<file path="config.mk">
export PLATFORM = sky130hd
export DESIGN_NAME = vec_engine_top
export DESIGN_NICKNAME = d
export VERILOG_FILES = /design/src/design/apb_map_pkg.sv /design/src/design/engine_pkg.sv /design/src/design/vec_engine_top.sv /design/src/design/apb_regs.sv /design/src/design/seq_fsm.sv /design/src/design/elem_counter.sv /design/src/design/vec_alu.sv /design/src/design/rv_regfile.sv
export SDC_FILE = /design/constraint.sdc
export NUM_CORES = 2
export LEC_CHECK = 0
export BUFFER_PORTS_ARGS = -buffer_cell sky130_fd_sc_hd__buf_2
export CAP_MARGIN = 20
export CORE_MARGIN = 10
export CORE_UTILIZATION = 35
export CTS_CLUSTER_SIZE = 8
export DETAILED_ROUTE_END_ITERATION = 8
export PLACE_DENSITY = 0.53
export SKIP_CTS_REPAIR_TIMING = 1
export SYNTH_ARGS = -nofsm -noshare
export SYNTH_HDL_FRONTEND = slang
export SYNTH_SLANG_ARGS = --single-unit
</file>
<file path="constraint.sdc">
create_clock -name clk_i -period 6 [get_ports clk_i]
set_input_delay 1.2 -clock clk_i [delete_from_list [all_inputs] [get_ports clk_i]]
set_output_delay 1.2 -clock clk_i [all_outputs]
set_load 0.01 [all_outputs]
</file>
<file path="src/design/apb_map_pkg.sv">
// APB address map and CMD field positions, imported by the APB slave and the top level
package apb_map_pkg;

  // Byte address width on the bus
  localparam int unsigned APB_ADDR_W = 8;

  // Control registers in the low half of the map
  localparam logic [APB_ADDR_W-1:0] OFF_CTRL   = 8'h00;
  localparam logic [APB_ADDR_W-1:0] OFF_CMD    = 8'h04;
  localparam logic [APB_ADDR_W-1:0] OFF_STATUS = 8'h08;

  // Register file window, register n at base plus 4n
  localparam logic [APB_ADDR_W-1:0] REG_WIN_BASE = 8'h80;

  // CTRL pulse bits, write only
  localparam int unsigned CTRL_GO_BIT    = 0;
  localparam int unsigned CTRL_CLEAR_BIT = 1;

  // STATUS bits
  localparam int unsigned STATUS_BUSY_BIT = 0;
  localparam int unsigned STATUS_DONE_BIT = 1;

  // CMD field positions
  localparam int unsigned CMD_RD_LSB  = 0;
  localparam int unsigned CMD_RS1_LSB = 5;
  localparam int unsigned CMD_RS2_LSB = 10;
  localparam int unsigned CMD_OP_LSB  = 15;
  localparam int unsigned CMD_LEN_LSB = 18;

endpackage

</file>
<file path="src/design/engine_pkg.sv">
// Register-file geometry and ALU operation codes, imported by the datapath and sequencer blocks
package engine_pkg;

  // Register index width and register count
  localparam int unsigned REG_ADDR_W = 5;
  localparam int unsigned NUM_REGS   = 2 ** REG_ADDR_W;

  // Command length field width
  // Length 0 is illegal, 1 to 32 are meaningful
  localparam int unsigned LEN_W = 6;

  // Shift amount for OP_SLL, taken from the low bits of operand b
  localparam int unsigned SHAMT_W = 5;

  // Element operation encoding
  // Codes 6 and 7 are illegal and get refused at go time
  typedef enum logic [2:0] {
    OP_ADD = 3'd0,
    OP_SUB = 3'd1,
    OP_AND = 3'd2,
    OP_OR  = 3'd3,
    OP_XOR = 3'd4,
    OP_SLL = 3'd5
  } alu_op_e;

endpackage
</file>
<file path="src/design/vec_engine_top.sv">
// Top level of the vector engine, an APB slave in front of the sequencer, ALU and register file
`timescale 1ns/10ps

module vec_engine_top import engine_pkg::*; import apb_map_pkg::*; #(
  parameter int unsigned DATA_WIDTH = 32
) (
  input  logic                  clk_i,
  input  logic                  rst_ni,
  // APB slave
  input  logic                  psel_i,
  input  logic                  penable_i,
  input  logic                  pwrite_i,
  input  logic [APB_ADDR_W-1:0] paddr_i,
  input  logic [DATA_WIDTH-1:0] pwdata_i,
  output logic [DATA_WIDTH-1:0] prdata_o,
  output logic                  pready_o,
  output logic                  pslverr_o
);

  // Control between slave, sequencer and counter
  logic start;
  logic clear;
  logic busy;
  logic done;
  logic load;
  logic step;
  logic valid;
  logic last;

  // Command fields and element index
  logic [REG_ADDR_W-1:0] cmd_rd;
  logic [REG_ADDR_W-1:0] cmd_rs1;
  logic [REG_ADDR_W-1:0] cmd_rs2;
  alu_op_e               cmd_op;
  logic [LEN_W-1:0]      cmd_len;
  logic [REG_ADDR_W-1:0] idx;
  logic [REG_ADDR_W-1:0] elem_rd;

  // Register file ports, read 0 and 1 for operands, read 2 for the window
  logic [2:0][REG_ADDR_W-1:0] raddr;
  logic [2:0][DATA_WIDTH-1:0] rdata;
  logic [1:0][REG_ADDR_W-1:0] waddr;
  logic [1:0][DATA_WIDTH-1:0] wdata;
  logic [1:0]                 we;

  apb_regs #(
    .DATA_WIDTH (DATA_WIDTH)
  ) i_apb_regs (
    .clk_i       (clk_i),
    .rst_ni      (rst_ni),
    .psel_i      (psel_i),
    .penable_i   (penable_i),
    .pwrite_i    (pwrite_i),
    .paddr_i     (paddr_i),
    .pwdata_i    (pwdata_i),
    .prdata_o    (prdata_o),
    .pready_o    (pready_o),
    .pslverr_o   (pslverr_o),
    .busy_i      (busy),
    .done_i      (done),
    .start_o     (start),
    .clear_o     (clear),
    .cmd_rd_o    (cmd_rd),
    .cmd_rs1_o   (cmd_rs1),
    .cmd_rs2_o   (cmd_rs2),
    .cmd_op_o    (cmd_op),
    .cmd_len_o   (cmd_len),
    .win_raddr_o (raddr[2]),
    .win_rdata_i (rdata[2]),
    .win_we_o    (we[0]),
    .win_waddr_o (waddr[0]),
    .win_wdata_o (wdata[0])
  );

  seq_fsm i_seq_fsm (
    .clk_i   (clk_i),
    .rst_ni  (rst_ni),
    .start_i (start),
    .last_i  (last),
    .load_o  (load),
    .step_o  (step),
    .valid_o (valid),
    .busy_o  (busy),
    .done_o  (done)
  );

  elem_counter i_elem_counter (
    .clk_i  (clk_i),
    .rst_ni (rst_ni),
    .load_i (load),
    .len_i  (cmd_len),
    .step_i (step),
    .idx_o  (idx),
    .last_o (last)
  );

  // Base plus index, wrapping modulo 32 by width
  assign raddr[0] = cmd_rs1 + idx;
  assign raddr[1] = cmd_rs2 + idx;
  assign elem_rd  = cmd_rd + idx;

  vec_alu #(
    .DATA_WIDTH (DATA_WIDTH)
  ) i_vec_alu (
    .clk_i   (clk_i),
    .rst_ni  (rst_ni),
    .valid_i (valid),
    .op_i    (cmd_op),
    .a_i     (rdata[0]),
    .b_i     (rdata[1]),
    .rd_i    (elem_rd),
    .we_o    (we[1]),
    .waddr_o (waddr[1]),
    .wdata_o (wdata[1])
  );

  // ALU write-back on port 1 overrides a window write
  rv_regfile #(
    .DATA_WIDTH     (DATA_WIDTH),
    .NR_READ_PORTS  (3),
    .NR_WRITE_PORTS (2)
  ) i_rv_regfile (
    .clk_i   (clk_i),
    .rst_ni  (rst_ni),
    .clear_i (clear),
    .raddr_i (raddr),
    .rdata_o (rdata),
    .waddr_i (waddr),
    .wdata_i (wdata),
    .we_i    (we)
  );

endmodule

</file>
<file path="src/design/apb_regs.sv">
// APB slave holding the command, status and control pulses of the engine, used by the top level
`timescale 1ns/10ps

module apb_regs import engine_pkg::*; import apb_map_pkg::*; #(
  parameter int unsigned DATA_WIDTH = 32
) (
  input  logic                  clk_i,
  input  logic                  rst_ni,
  // APB slave
  input  logic                  psel_i,
  input  logic                  penable_i,
  input  logic                  pwrite_i,
  input  logic [APB_ADDR_W-1:0] paddr_i,
  input  logic [DATA_WIDTH-1:0] pwdata_i,
  output logic [DATA_WIDTH-1:0] prdata_o,
  output logic                  pready_o,
  output logic                  pslverr_o,
  // Sequencer status
  input  logic                  busy_i,
  input  logic                  done_i,
  // Control pulses
  output logic                  start_o,
  output logic                  clear_o,
  // Current command
  output logic [REG_ADDR_W-1:0] cmd_rd_o,
  output logic [REG_ADDR_W-1:0] cmd_rs1_o,
  output logic [REG_ADDR_W-1:0] cmd_rs2_o,
  output alu_op_e               cmd_op_o,
  output logic [LEN_W-1:0]      cmd_len_o,
  // Register window
  output logic [REG_ADDR_W-1:0] win_raddr_o,
  input  logic [DATA_WIDTH-1:0] win_rdata_i,
  output logic                  win_we_o,
  output logic [REG_ADDR_W-1:0] win_waddr_o,
  output logic [DATA_WIDTH-1:0] win_wdata_o
);

  // Transfer state
  logic                  access;
  logic                  wr_ok;
  logic                  err;
  logic                  pready_q;
  logic                  pslverr_q;
  logic [DATA_WIDTH-1:0] prdata_q;
  logic [DATA_WIDTH-1:0] rdata_mux;

  // Address decode
  logic                  hit_ctrl;
  logic                  hit_cmd;
  logic                  hit_status;
  logic                  hit_win;
  logic [APB_ADDR_W-1:0] win_off;

  // CTRL request bits and command legality
  logic                  go_req;
  logic                  clr_req;
  logic                  cmd_legal;

  // Held registers
  logic                  start_q;
  logic                  clear_q;
  logic                  done_q;
  logic [REG_ADDR_W-1:0] rd_q;
  logic [REG_ADDR_W-1:0] rs1_q;
  logic [REG_ADDR_W-1:0] rs2_q;
  logic [2:0]            op_q;
  logic [LEN_W-1:0]      len_q;

  // First access cycle, pready follows one cycle later as the wait state
  assign access = psel_i && penable_i && !pready_q;

  assign hit_ctrl   = (paddr_i == OFF_CTRL);
  assign hit_cmd    = (paddr_i == OFF_CMD);
  assign hit_status = (paddr_i == OFF_STATUS);
  assign hit_win    = (paddr_i >= REG_WIN_BASE);

  // Word index inside the window
  assign win_off     = paddr_i - REG_WIN_BASE;
  assign win_raddr_o = win_off[REG_ADDR_W+1:2];

  assign go_req    = pwdata_i[CTRL_GO_BIT];
  assign clr_req   = pwdata_i[CTRL_CLEAR_BIT];
  assign cmd_legal = (op_q <= 3'(OP_SLL)) && (len_q != '0);

  // Error rules, all busy and legality checks live here
  always_comb begin
    err = 1'b0;
    if (!(hit_ctrl || hit_cmd || hit_status || hit_win)) begin
      err = 1'b1;
    end else if (pwrite_i) begin
      if (hit_ctrl) begin
        if ((go_req || clr_req) && busy_i) begin
          err = 1'b1;
        end else if (go_req && !cmd_legal) begin
          err = 1'b1;
        end
      end else if ((hit_cmd || hit_win) && busy_i) begin
        err = 1'b1;
      end
    end
  end

  // Only error-free writes have side effects
  assign wr_ok = access && pwrite_i && !err;

  // Read data select, CTRL reads back as zero
  always_comb begin
    rdata_mux = '0;
    if (hit_cmd) begin
      rdata_mux[CMD_RD_LSB +: REG_ADDR_W]  = rd_q;
      rdata_mux[CMD_RS1_LSB +: REG_ADDR_W] = rs1_q;
      rdata_mux[CMD_RS2_LSB +: REG_ADDR_W] = rs2_q;
      rdata_mux[CMD_OP_LSB +: 3]           = op_q;
      rdata_mux[CMD_LEN_LSB +: LEN_W]      = len_q;
    end else if (hit_status) begin
      rdata_mux[STATUS_BUSY_BIT] = busy_i;
      rdata_mux[STATUS_DONE_BIT] = done_q;
    end else if (hit_win) begin
      rdata_mux = win_rdata_i;
    end
  end

  always_ff @(posedge clk_i or negedge rst_ni) begin
    if (!rst_ni) begin
      pready_q  <= 1'b0;
      pslverr_q <= 1'b0;
      start_q   <= 1'b0;
      clear_q   <= 1'b0;
      done_q    <= 1'b0;
      rd_q      <= '0;
      rs1_q     <= '0;
      rs2_q     <= '0;
      op_q      <= '0;
      len_q     <= '0;
    end else begin
      pready_q  <= access;
      pslverr_q <= access && err;
      start_q   <= wr_ok && hit_ctrl && go_req;
      clear_q   <= wr_ok && hit_ctrl && clr_req;
      // Sticky done, a legal go wipes it
      if (wr_ok && hit_ctrl && go_req) begin
        done_q <= 1'b0;
      end else if (done_i) begin
        done_q <= 1'b1;
      end
      if (wr_ok && hit_cmd) begin
        rd_q  <= pwdata_i[CMD_RD_LSB +: REG_ADDR_W];
        rs1_q <= pwdata_i[CMD_RS1_LSB +: REG_ADDR_W];
        rs2_q <= pwdata_i[CMD_RS2_LSB +: REG_ADDR_W];
        op_q  <= pwdata_i[CMD_OP_LSB +: 3];
        len_q <= pwdata_i[CMD_LEN_LSB +: LEN_W];
      end
    end
  end

  // Read data captured in the first access cycle
  always_ff @(posedge clk_i) begin
    if (access) begin
      prdata_q <= pwrite_i ? '0 : rdata_mux;
    end
  end

  assign prdata_o  = prdata_q;
  assign pready_o  = pready_q;
  assign pslverr_o = pslverr_q;
  assign start_o   = start_q;
  assign clear_o   = clear_q;

  assign cmd_rd_o  = rd_q;
  assign cmd_rs1_o = rs1_q;
  assign cmd_rs2_o = rs2_q;
  assign cmd_op_o  = alu_op_e'(op_q);
  assign cmd_len_o = len_q;

  // Window write goes straight to register file port 0
  assign win_we_o    = wr_ok && hit_win;
  assign win_waddr_o = win_raddr_o;
  assign win_wdata_o = pwdata_i;

endmodule

</file>
<file path="src/design/seq_fsm.sv">
// Command sequencer FSM that walks the engine through a command, instantiated by the top level
`timescale 1ns/10ps

module seq_fsm (
  input  logic clk_i,
  input  logic rst_ni,
  // One-cycle start from the APB slave
  input  logic start_i,
  // Counter sits on the final element
  input  logic last_i,
  // Counter control
  output logic load_o,
  output logic step_o,
  // Element valid towards the ALU
  output logic valid_o,
  output logic busy_o,
  // One-cycle pulse once the final write has landed
  output logic done_o
);

  typedef enum logic [1:0] {
    IDLE  = 2'd0,
    RUN   = 2'd1,
    DRAIN = 2'd2
  } state_e;

  state_e state_q;
  state_e state_d;

  always_comb begin
    state_d = state_q;
    unique case (state_q)
      IDLE:    if (start_i) state_d = RUN;
      RUN:     if (last_i) state_d = DRAIN;
      // Final element leaves the ALU register during this cycle
      DRAIN:   state_d = IDLE;
      default: state_d = IDLE;
    endcase
  end

  always_ff @(posedge clk_i or negedge rst_ni) begin
    if (!rst_ni) begin
      state_q <= IDLE;
    end else begin
      state_q <= state_d;
    end
  end

  assign load_o  = (state_q == IDLE) && start_i;
  // One element issued per RUN cycle
  assign step_o  = (state_q == RUN);
  assign valid_o = (state_q == RUN);
  assign busy_o  = (state_q != IDLE);
  assign done_o  = (state_q == DRAIN);

endmodule

</file>
<file path="src/design/elem_counter.sv">
// Element index counter of a vector command, driven by the sequencer in the engine top level
`timescale 1ns/10ps

module elem_counter import engine_pkg::*; (
  input  logic                  clk_i,
  input  logic                  rst_ni,
  // Start of a command, latches the length
  input  logic                  load_i,
  input  logic [LEN_W-1:0]      len_i,
  // Advance to the next element
  input  logic                  step_i,
  output logic [REG_ADDR_W-1:0] idx_o,
  output logic                  last_o
);

  logic [REG_ADDR_W-1:0] idx_q;
  logic [LEN_W-1:0]      len_q;

  always_ff @(posedge clk_i or negedge rst_ni) begin
    if (!rst_ni) begin
      idx_q <= '0;
      len_q <= '0;
    end else if (load_i) begin
      idx_q <= '0;
      len_q <= len_i;
    end else if (step_i) begin
      idx_q <= idx_q + 1'b1;
    end
  end

  assign idx_o = idx_q;

  // Compare at length width so that a length of 32 still matches index 31
  assign last_o = (LEN_W'(idx_q) == len_q - 1'b1);

endmodule

</file>
<file path="src/design/vec_alu.sv">
// Element ALU with one register stage on the write-back side, used by the engine top level
`timescale 1ns/10ps

module vec_alu import engine_pkg::*; #(
  parameter int unsigned DATA_WIDTH = 32
) (
  input  logic                  clk_i,
  input  logic                  rst_ni,
  // Element operands, valid for one cycle
  input  logic                  valid_i,
  input  alu_op_e               op_i,
  input  logic [DATA_WIDTH-1:0] a_i,
  input  logic [DATA_WIDTH-1:0] b_i,
  input  logic [REG_ADDR_W-1:0] rd_i,
  // Registered write-back towards the register file
  output logic                  we_o,
  output logic [REG_ADDR_W-1:0] waddr_o,
  output logic [DATA_WIDTH-1:0] wdata_o
);

  logic [DATA_WIDTH-1:0] result;

  // Operation select, illegal codes never reach here
  always_comb begin
    unique case (op_i)
      OP_ADD:  result = a_i + b_i;
      OP_SUB:  result = a_i - b_i;
      OP_AND:  result = a_i & b_i;
      OP_OR:   result = a_i | b_i;
      OP_XOR:  result = a_i ^ b_i;
      OP_SLL:  result = a_i << b_i[SHAMT_W-1:0];
      default: result = '0;
    endcase
  end

  // Write enable carries control reset
  always_ff @(posedge clk_i or negedge rst_ni) begin
    if (!rst_ni) begin
      we_o <= 1'b0;
    end else begin
      we_o <= valid_i;
    end
  end

  // Result and destination follow the enable one cycle later
  always_ff @(posedge clk_i) begin
    if (valid_i) begin
      waddr_o <= rd_i;
      wdata_o <= result;
    end
  end

endmodule

</file>
<file path="src/design/rv_regfile.sv">
// Flip-flop register file with several read and write ports, instantiated by the engine top level
`timescale 1ns/10ps

module rv_regfile import engine_pkg::*; #(
  parameter int unsigned DATA_WIDTH     = 32,
  parameter int unsigned NR_READ_PORTS  = 3,
  parameter int unsigned NR_WRITE_PORTS = 2
) (
  input  logic                                      clk_i,
  input  logic                                      rst_ni,
  // Synchronous clear of the whole file
  input  logic                                      clear_i,
  // Combinational read ports
  input  logic [NR_READ_PORTS-1:0][REG_ADDR_W-1:0]  raddr_i,
  output logic [NR_READ_PORTS-1:0][DATA_WIDTH-1:0]  rdata_o,
  // Write ports, higher index wins a conflict
  input  logic [NR_WRITE_PORTS-1:0][REG_ADDR_W-1:0] waddr_i,
  input  logic [NR_WRITE_PORTS-1:0][DATA_WIDTH-1:0] wdata_i,
  input  logic [NR_WRITE_PORTS-1:0]                 we_i
);

  // Storage array
  logic [NUM_REGS-1:0][DATA_WIDTH-1:0] regs_q;

  // One-hot write enable per port and register
  logic [NR_WRITE_PORTS-1:0][NUM_REGS-1:0] we_dec;

  // Address decode of every write port
  always_comb begin
    for (int unsigned p = 0; p < NR_WRITE_PORTS; p++) begin
      for (int unsigned r = 0; r < NUM_REGS; r++) begin
        we_dec[p][r] = we_i[p] && (waddr_i[p] == REG_ADDR_W'(r));
      end
    end
  end

  always_ff @(posedge clk_i or negedge rst_ni) begin
    if (!rst_ni) begin
      regs_q <= '0;
    end else if (clear_i) begin
      regs_q <= '0;
    end else begin
      // Later port assignments override earlier ones
      for (int unsigned p = 0; p < NR_WRITE_PORTS; p++) begin
        for (int unsigned r = 0; r < NUM_REGS; r++) begin
          if (we_dec[p][r]) begin
            regs_q[r] <= wdata_i[p];
          end
        end
      end
      // Register 0 is hardwired to zero
      regs_q[0] <= '0;
    end
  end

  // Read muxes
  for (genvar i = 0; i < NR_READ_PORTS; i++) begin : g_read
    assign rdata_o[i] = regs_q[raddr_i[i]];
  end

endmodule

</file>
# Yosys cells after proc, flatten, opt, wreduce, memory -nomap -nowiden
# Cells that the tools add are included.
[totals] regBits=1136 out_inout_bits=34 wordCells=354
[classes] addsub=8 order_cmp=5 n_eq_ne=74 n_shift=1 muxes=87 n_bitwise=4 n_reduce_logical=125
[op_table] cell="$mux 32" n=65
[op_table] cell="$mux 1024" n=1
[op_table] cell="$bmux 32 s5" n=3
[op_table] cell="$pmux 32 s6" n=1
[op_table] cell="$eq 5x5->1 const B" n=32
[op_table] cell="$reduce_bool 3->1" n=31
[op_table] cell="$eq 5x4->1 const B" n=16
[op_table] cell="$logic_and 1x1->1" n=77
[op_table] cell="$mux 24" n=2
[op_table] cell="$eq 5x3->1 const B" n=8
[op_table] cell="$add 32x32->32" n=1
[op_table] cell="$and 32x32->32" n=1
[op_table] cell="$or 32x32->32" n=1
[op_table] cell="$shl 32x5->32" n=1
[op_table] cell="$sub 32x32->32" n=1
[op_table] cell="$xor 32x32->32" n=1
[op_table] cell="$mux 22" n=1
[op_table] cell="$eq 5x2->1 const B" n=4
[op_table] cell="$lt 5x6->1 const B" n=3
[op_table] cell="$add 5x5->5" n=3
[op_table] cell="$eq 5x1->1 const B" n=2
[op_table] cell="$mux 5" n=2
[op_table] cell="$eq 8x3->1 const B" n=1
[op_table] cell="$eq 8x4->1 const B" n=1
[op_table] cell="25 further kinds" n=45

# Depth between registers and ports, before layout
[depth] ltp_word=16 ltp_mapped=32 mapped_depth_nobuf=27

# By module
# From an unflattened synthesis, not the netlist that was laid out.
[unflattened] cells_unflattened=8006 area_unflattened_um2=85166.7
[modules_own_cells] mod="rv_regfile" n_inst=1 cells_each=6742 area_per_inst_um2=73975.9 seq_area_each_um2=24823.8
[modules_own_cells] mod="vec_alu" n_inst=1 cells_each=948 area_per_inst_um2=7164.4 seq_area_each_um2=1136.1
[modules_own_cells] mod="apb_regs" n_inst=1 cells_each=200 area_per_inst_um2=2885.3 seq_area_each_um2=1686.6
[modules_own_cells] mod="elem_counter" n_inst=1 cells_each=55 area_per_inst_um2=584.3 seq_area_each_um2=275.3
[modules_own_cells] mod="vec_engine_top" n_inst=1 cells_each=50 area_per_inst_um2=440.4 seq_area_each_um2=0.0
[modules_own_cells] mod="seq_fsm" n_inst=1 cells_each=11 area_per_inst_um2=116.4 seq_area_each_um2=50.0

# Least setup slack after synthesis
# OpenSTA, ideal clock, no wires.
[synth_timing] path_type="register to register" startpoint="register i_elem_counter.idx_q[0] (netlist: i_elem_counter.idx_o[0])" endpoint="register i_vec_alu.wdata_o[30], data pin" setup_ns=0.280 t_arrival_ns=6.035 required_time_ns=5.720 path_slack_ns=-0.315 path_stages_with_launch=32 path_buffers=6 period_less_slack_ns=6.315 cell_sequence="dfrtp_1 ha_1 inv_1 fa_1 buf_2 buf_2 clkbuf_1 mux4_2 mux2i_1 mux2i_1 mux2i_1 buf_4 buf_6 buf_6 ha_1 nand3_1 nor2_2 nand2_1 nand2_1 xnor2_1 ha_1 o21ai_0 nand2b_1 and3b_1 a21oi_1 o21ai_0 a221oi_1 o21ai_0 a31oi_1 o21ai_0 xnor2_1 o211ai_1"
[synth_between] elab_chain_len=5
[synth_lines] item="start, declared" line_no="elem_counter.sv:16" rtl="logic [REG_ADDR_W-1:0] idx_q;"
[synth_lines] item="start signal, assigned" line_no="elem_counter.sv:27" rtl="idx_q <= idx_q + 1'b1;"
[synth_lines] item="$add 5x5->5, on equally long branches" line_no="vec_engine_top.sv:98, vec_engine_top.sv:99"
[synth_lines] item="$bmux 32 s5" line_no="rv_regfile.sv:58" rtl="assign rdata_o[i] = regs_q[raddr_i[i]];"
[synth_lines] item="$mux 32 (implied by the code)" line_no="rv_regfile.sv:58"
[synth_lines] item="$sub 32x32->32, or another cell as far along" line_no="vec_alu.sv:27" rtl="OP_SUB: result = a_i - b_i;"
[synth_lines] item="$pmux 32 s6 *" line_no="vec_alu.sv:25" rtl="unique case (op_i)"
[synth_lines] item="named net i_vec_alu.result[30]" line_no="vec_alu.sv:21" rtl="logic [DATA_WIDTH-1:0] result;"
[synth_lines] item="end signal, assigned" line_no="vec_alu.sv:49" rtl="wdata_o <= result;"
[synth_lines] item="end, declared" line_no="vec_alu.sv:18" rtl="output logic [DATA_WIDTH-1:0] wdata_o"
# The timed path passes the listed nets; every way through them passes the cells marked *. The select of a mux whose other input is x is not followed.
# A chain may end at the register's enable or synchronous reset.

# Worst setup path in the final report
[layout_timing] startpoint="register i_apb_regs.rs2_q[0] (netlist: i_apb_regs.cmd_rs2_o[0])" endpoint="register i_vec_alu.wdata_o[31], data pin"
[layout_between] elab_chain_len=5
[layout_lines] item="start, declared" line_no="apb_regs.sv:65" rtl="logic [REG_ADDR_W-1:0] rs2_q;"
[layout_lines] item="start signal, assigned" line_no="apb_regs.sv:149" rtl="rs2_q <= pwdata_i[CMD_RS2_LSB +: REG_ADDR_W];"
[layout_lines] item="$add 5x5->5 *" line_no="vec_engine_top.sv:99" rtl="assign raddr[1] = cmd_rs2 + idx;"
[layout_lines] item="$bmux 32 s5 *" line_no="rv_regfile.sv:58"
[layout_lines] item="$mux 32 (implied by the code) *" line_no="rv_regfile.sv:58"
[layout_lines] item="$sub 32x32->32, or another cell as far along" line_no="vec_alu.sv:27"
[layout_lines] item="$pmux 32 s6 *" line_no="vec_alu.sv:25"
[layout_lines] item="named net i_vec_alu.result[31]" line_no="vec_alu.sv:21"
# Marked as above.

==> qor.tcl <==
set qor(outcome) {complete, but fails checks}
set qor(failed_checks) {setup timing}
set qor(rrSetupSlack_ns) -0.56
set qor(worst-setup-path-type) {reg2reg}
set qor(final-seq-area_mm2) 0.0280
set qor(crit_fanout) 17
set qor(fin_cells) 12164
set qor(top_signal_layer_used) {met5}
set qor(grt-ovfl-total) 0
set qor(cp_num_buf_inv) 8
set qor(layout.cells.most_common) {sky130_fd_sc_hd__nand2_1}
set qor(max_stage_delay_ns) 0.59
set qor(crit_path_top_delay_cell) {sky130_fd_sc_hd__xnor2_2}
set qor(routed_wire_length_per_instance_um) 37.2
set qor(final_period_minus_worst_setup_slack_ns) 6.56
set qor(ir_drop_worst_case_vdd_mv) 0.325
set qor(tritoncts_clock_tree) {built}
set qor(die-width_um) 518
set qor(area_growth_syn_to_layout_pct) 15.6
set qor(critical_path.most_common_cell) {sky130_fd_sc_hd__buf_4}
set qor(hold_class) {in2async}
set qor(maxCapViolCount) 0
set qor(rsz0062_at_grt) {yes}
set qor(die_height_um) 518
set qor(r2r_end) {i_vec_alu.wdata_o[31]$_DFFE_PP_}
set qor(reported_leakage_power_nw) 44.1
set qor(drt.antenna.violating_nets) 0
set qor(netlist_top_cells_area) {sky130_fd_sc_hd__dfrtp_1 (30%), sky130_fd_sc_hd__mux4_2 (19%), sky130_fd_sc_hd__mux2_2 (13%)}
set qor(clock.fmax_mhz) 152
set qor(synth_largest_type_area_fraction_pct) 29.8
set qor(timing.reg2reg.worst_path_depth) 29
set qor(synth.area.mux_share_pct) 36.1
set qor(regToRegStartpoint) {i_apb_regs.cmd_rs2_o[0]$_DFFE_PN0P_}
set qor(first_pass_iters) 7
set qor(postSynth.topFlopCell) {sky130_fd_sc_hd__dfrtp_1}
set qor(floorplan.io_pins) 79
set qor(wl_met1_um) 160000
set qor(cts.sink_count) 1104
set qor(synth.net_count) 8943
set qor(arithmetic_cell_share_of_the_synthesized_area_counting_full_adders_half_adders_and_majority_gates_pct) 1.78
set qor(post_synth_xor_area_fraction_pct) 0.814
set qor(maximum_number_of_pins_on_one_net_before_global_route_repair) 170
set qor(worstSkewPairLatency_ns) 0.91
set qor(multiInputGateArea_mm2) 0.0556
set qor(startpoint_type) {register}
set qor(numPlacedInstances) 11900
set qor(synth-async-reset-ratio_pct) 93.8
set qor(cp_data_required_time_ns) 6.65
set qor(vias) 81910
set qor(groute.usage.overall_pct) 32.1
set qor(total_length_of_routed_met2_wires_um) 191000
set qor(synth.lib_cells_used.distinct) 97
set qor(critical_path.endpoint_type) {register}
set qor(starting_density_of_the_core_pct) 35.3
set qor(dp_worst_setup_slack_ns) -0.779
set qor(synth_simple_gate_area_share_pct) 12.8
set qor(final.setup.worst_slack_ns) -0.557
set qor(synth-edff-count) 69
set qor(postSynthAreaPerCell_um2) 9.90
set qor(clock_tree.buffer_depth) 3
set qor(hold_viol_final) 0
set qor(critPathTopFamily) {buffers and inverters}
set qor(placement.io_buffers) 78
set qor(timing_max_transition_violations_final) 0
set qor(route.detailed.drc) 0
set qor(syn_inst) 8777
set qor(tightest_pin_transition_ns) 1.17
set qor(synth.largest_area_cell) {sky130_fd_sc_hd__dfrtp_1}
set qor(finalNetCount) 8952
set qor(rows) 182
set qor(finalSetupViolations) 15
set qor(via_count_of_the_first_global_routing_pass) 78127
set qor(drt_wl_total_um) 452000
set qor(crit_path_dat_ns) 7.20
set qor(met3_length_um) 63800
set qor(syn_area_mm2) 0.0869
set qor(finalCritPeriodShare_pct) 109
set qor(buffer_type_at_the_clock_tree_root) {sky130_fd_sc_hd__clkbuf_16}
set qor(htreeDepth) 4
set qor(synth_sequential_area_ratio_pct) 32.2
set qor(n_fill_cell) 23706
set qor(dpl.hpwl_um) 286000
set qor(yosysWarningCount) 0
set qor(grt_pass1_wl_um) 627000
set qor(power_w) 0.0217
set qor(vias_per_cell) 6.73
set qor(hold_ws_ns) 0.368
set qor(initial_antenna_violation_count) 40
set qor(largest_family_of_logic_cells_by_synthesized_area) {multiplexers}
set qor(max_slew_margin_pct) 21.9
set qor(cts_inserted_buffers) 159
set qor(synth-compound-area-share_pct) 11.1
set qor(ys_seq_elements) 1104
set qor(clk_transition_reported_paths_ns) 0.06
set qor(skew_ns) 0.0430
set qor(share_of_post_route_cells_with_drive_strength_above_1_pct) 33.8
set qor(coreArea_mm2) 0.246
set qor(power_per_cell_area_mw_per_mm2) 216
set qor(drt-initial-drc-count) 13223
set qor(layout.cells.most_common_list) {sky130_fd_sc_hd__nand2_1 (2,040), sky130_fd_sc_hd__mux2_2 (1,034), sky130_fd_sc_hd__dfrtp_1 (1,031), sky130_fd_sc_hd__a21oi_1 (982), sky130_fd_sc_hd__mux4_2 (722)}
set qor(gp_congestion) 0.966
set qor(fp.dieArea_mm2) 0.269
==> through the flow <==
stage          setup TNS [ns]  instance area [µm²]  utilization [%]
2_1_floorplan               0                86900                -
3_3_place_gp           -12.53                94700             38.5
3_5_place_dp           -10.88                94800             38.5
4_1_cts                -11.50                99300             40.3
5_1_grt                 -9.12               100000             40.7
6_report                -5.64               100000             40.7
==> synth_stat cells (all sizes together), types with 101 or more instances <==
| cell type | instances |
|---|---|
| ha | 117 |
| mux2 | 1036 |
| o21ai | 190 |
| mux4 | 733 |
| nand3 | 169 |
| a21oi | 1000 |
| buf | 318 |
| dfrtp | 1035 |
| nand4 | 151 |
| nand2 | 2069 |
| nor2 | 165 |
| o31ai | 101 |
| clkbuf | 657 |
| mux2i | 308 |
==> worst max path at each step <==
stage,from,end,slack [ns],cells past startpoint
after global placement,i_apb_regs.cmd_rs2_o[0]$_DFFE_PN0P_,i_vec_alu.wdata_o[30]$_DFFE_PP_,-0.89,27
after detailed placement,i_apb_regs.cmd_rs2_o[0]$_DFFE_PN0P_,i_vec_alu.wdata_o[30]$_DFFE_PP_,-0.78,27
after global routing,i_apb_regs.cmd_rs2_o[0]$_DFFE_PN0P_,i_vec_alu.wdata_o[31]$_DFFE_PP_,-0.69,29
after floorplan,i_elem_counter.idx_o[0]$_DFFE_PN0P_,i_vec_alu.wdata_o[30]$_DFFE_PP_,0.01,30
final,i_apb_regs.cmd_rs2_o[0]$_DFFE_PN0P_,i_vec_alu.wdata_o[31]$_DFFE_PP_,-0.56,29
after CTS,i_apb_regs.cmd_rs2_o[0]$_DFFE_PN0P_,i_vec_alu.wdata_o[30]$_DFFE_PP_,-0.81,27
==> layer usage <==
metal | global-route usage (%) | vias to the layer above
li1 | - | 32077
met1 | 39.7 | 41163
met2 | 46.5 | 6827
met3 | 11.6 | 1825
met4 | 22.2 | 18
met5 | 0 | -
==> worst register-to-register path, delay by kind of cell (launching register included) <==
family	cells	cell delay, ns
buffers and inverters	8	1.58
AND/OR/NAND/NOR	8	1.47
AO/OA/AOI/OAI	7	1.04
adder cells (fa/ha/maj)	3	1.01
XOR/XNOR	3	0.82
flip-flops	1	0.40
==> registers in the layout (all words and copies together), names as in the netlist, 2 cells and up <==
name	count
i_vec_alu.waddr_o	5
i_apb_regs.cmd_rs1_o	5
i_apb_regs.prdata_o	32
i_apb_regs.cmd_len_o	6
i_elem_counter.len_q	6
i_apb_regs.cmd_rd_o	5
i_rv_regfile.regs_q	992
i_apb_regs.cmd_op_o	3
i_apb_regs.cmd_rs2_o	5
i_seq_fsm.state_q	2
i_elem_counter.idx_o	5
i_vec_alu.wdata_o	32
==> area by class of cell <==
cell class / count / area share (%)
flip-flops and latches: 1104 / 27.9
inverters: 95 / 0.355
diodes: 14 / 0.0349
well taps: 3312 / 4.13
repair buffers: 823 / 7.80
multi-input cells: 6603 / 55.3
clock inverters: 18 / 0.308
clock buffers: 195 / 4.16
==> logic make-up (layout without fill, tap and decap cells) <==
group           after synthesis  count (layout)
simple gates               2695            2695
mux                        2077            2077
compound gates             1631            1631
flops                      1104            1104
buf+inv                    1070            1131
fa+ha+maj                   121             121
xor+xnor                     79              79
other cells                   0              14
==> power breakdown <==
group	internal, W	switching, W	leakage, nW
clock network	0.00490	0.00388	2.18
logic	0.00222	0.00265	26.9
registers	0.00778	0.000225	15.0
(Power assumes the default switching activity.)
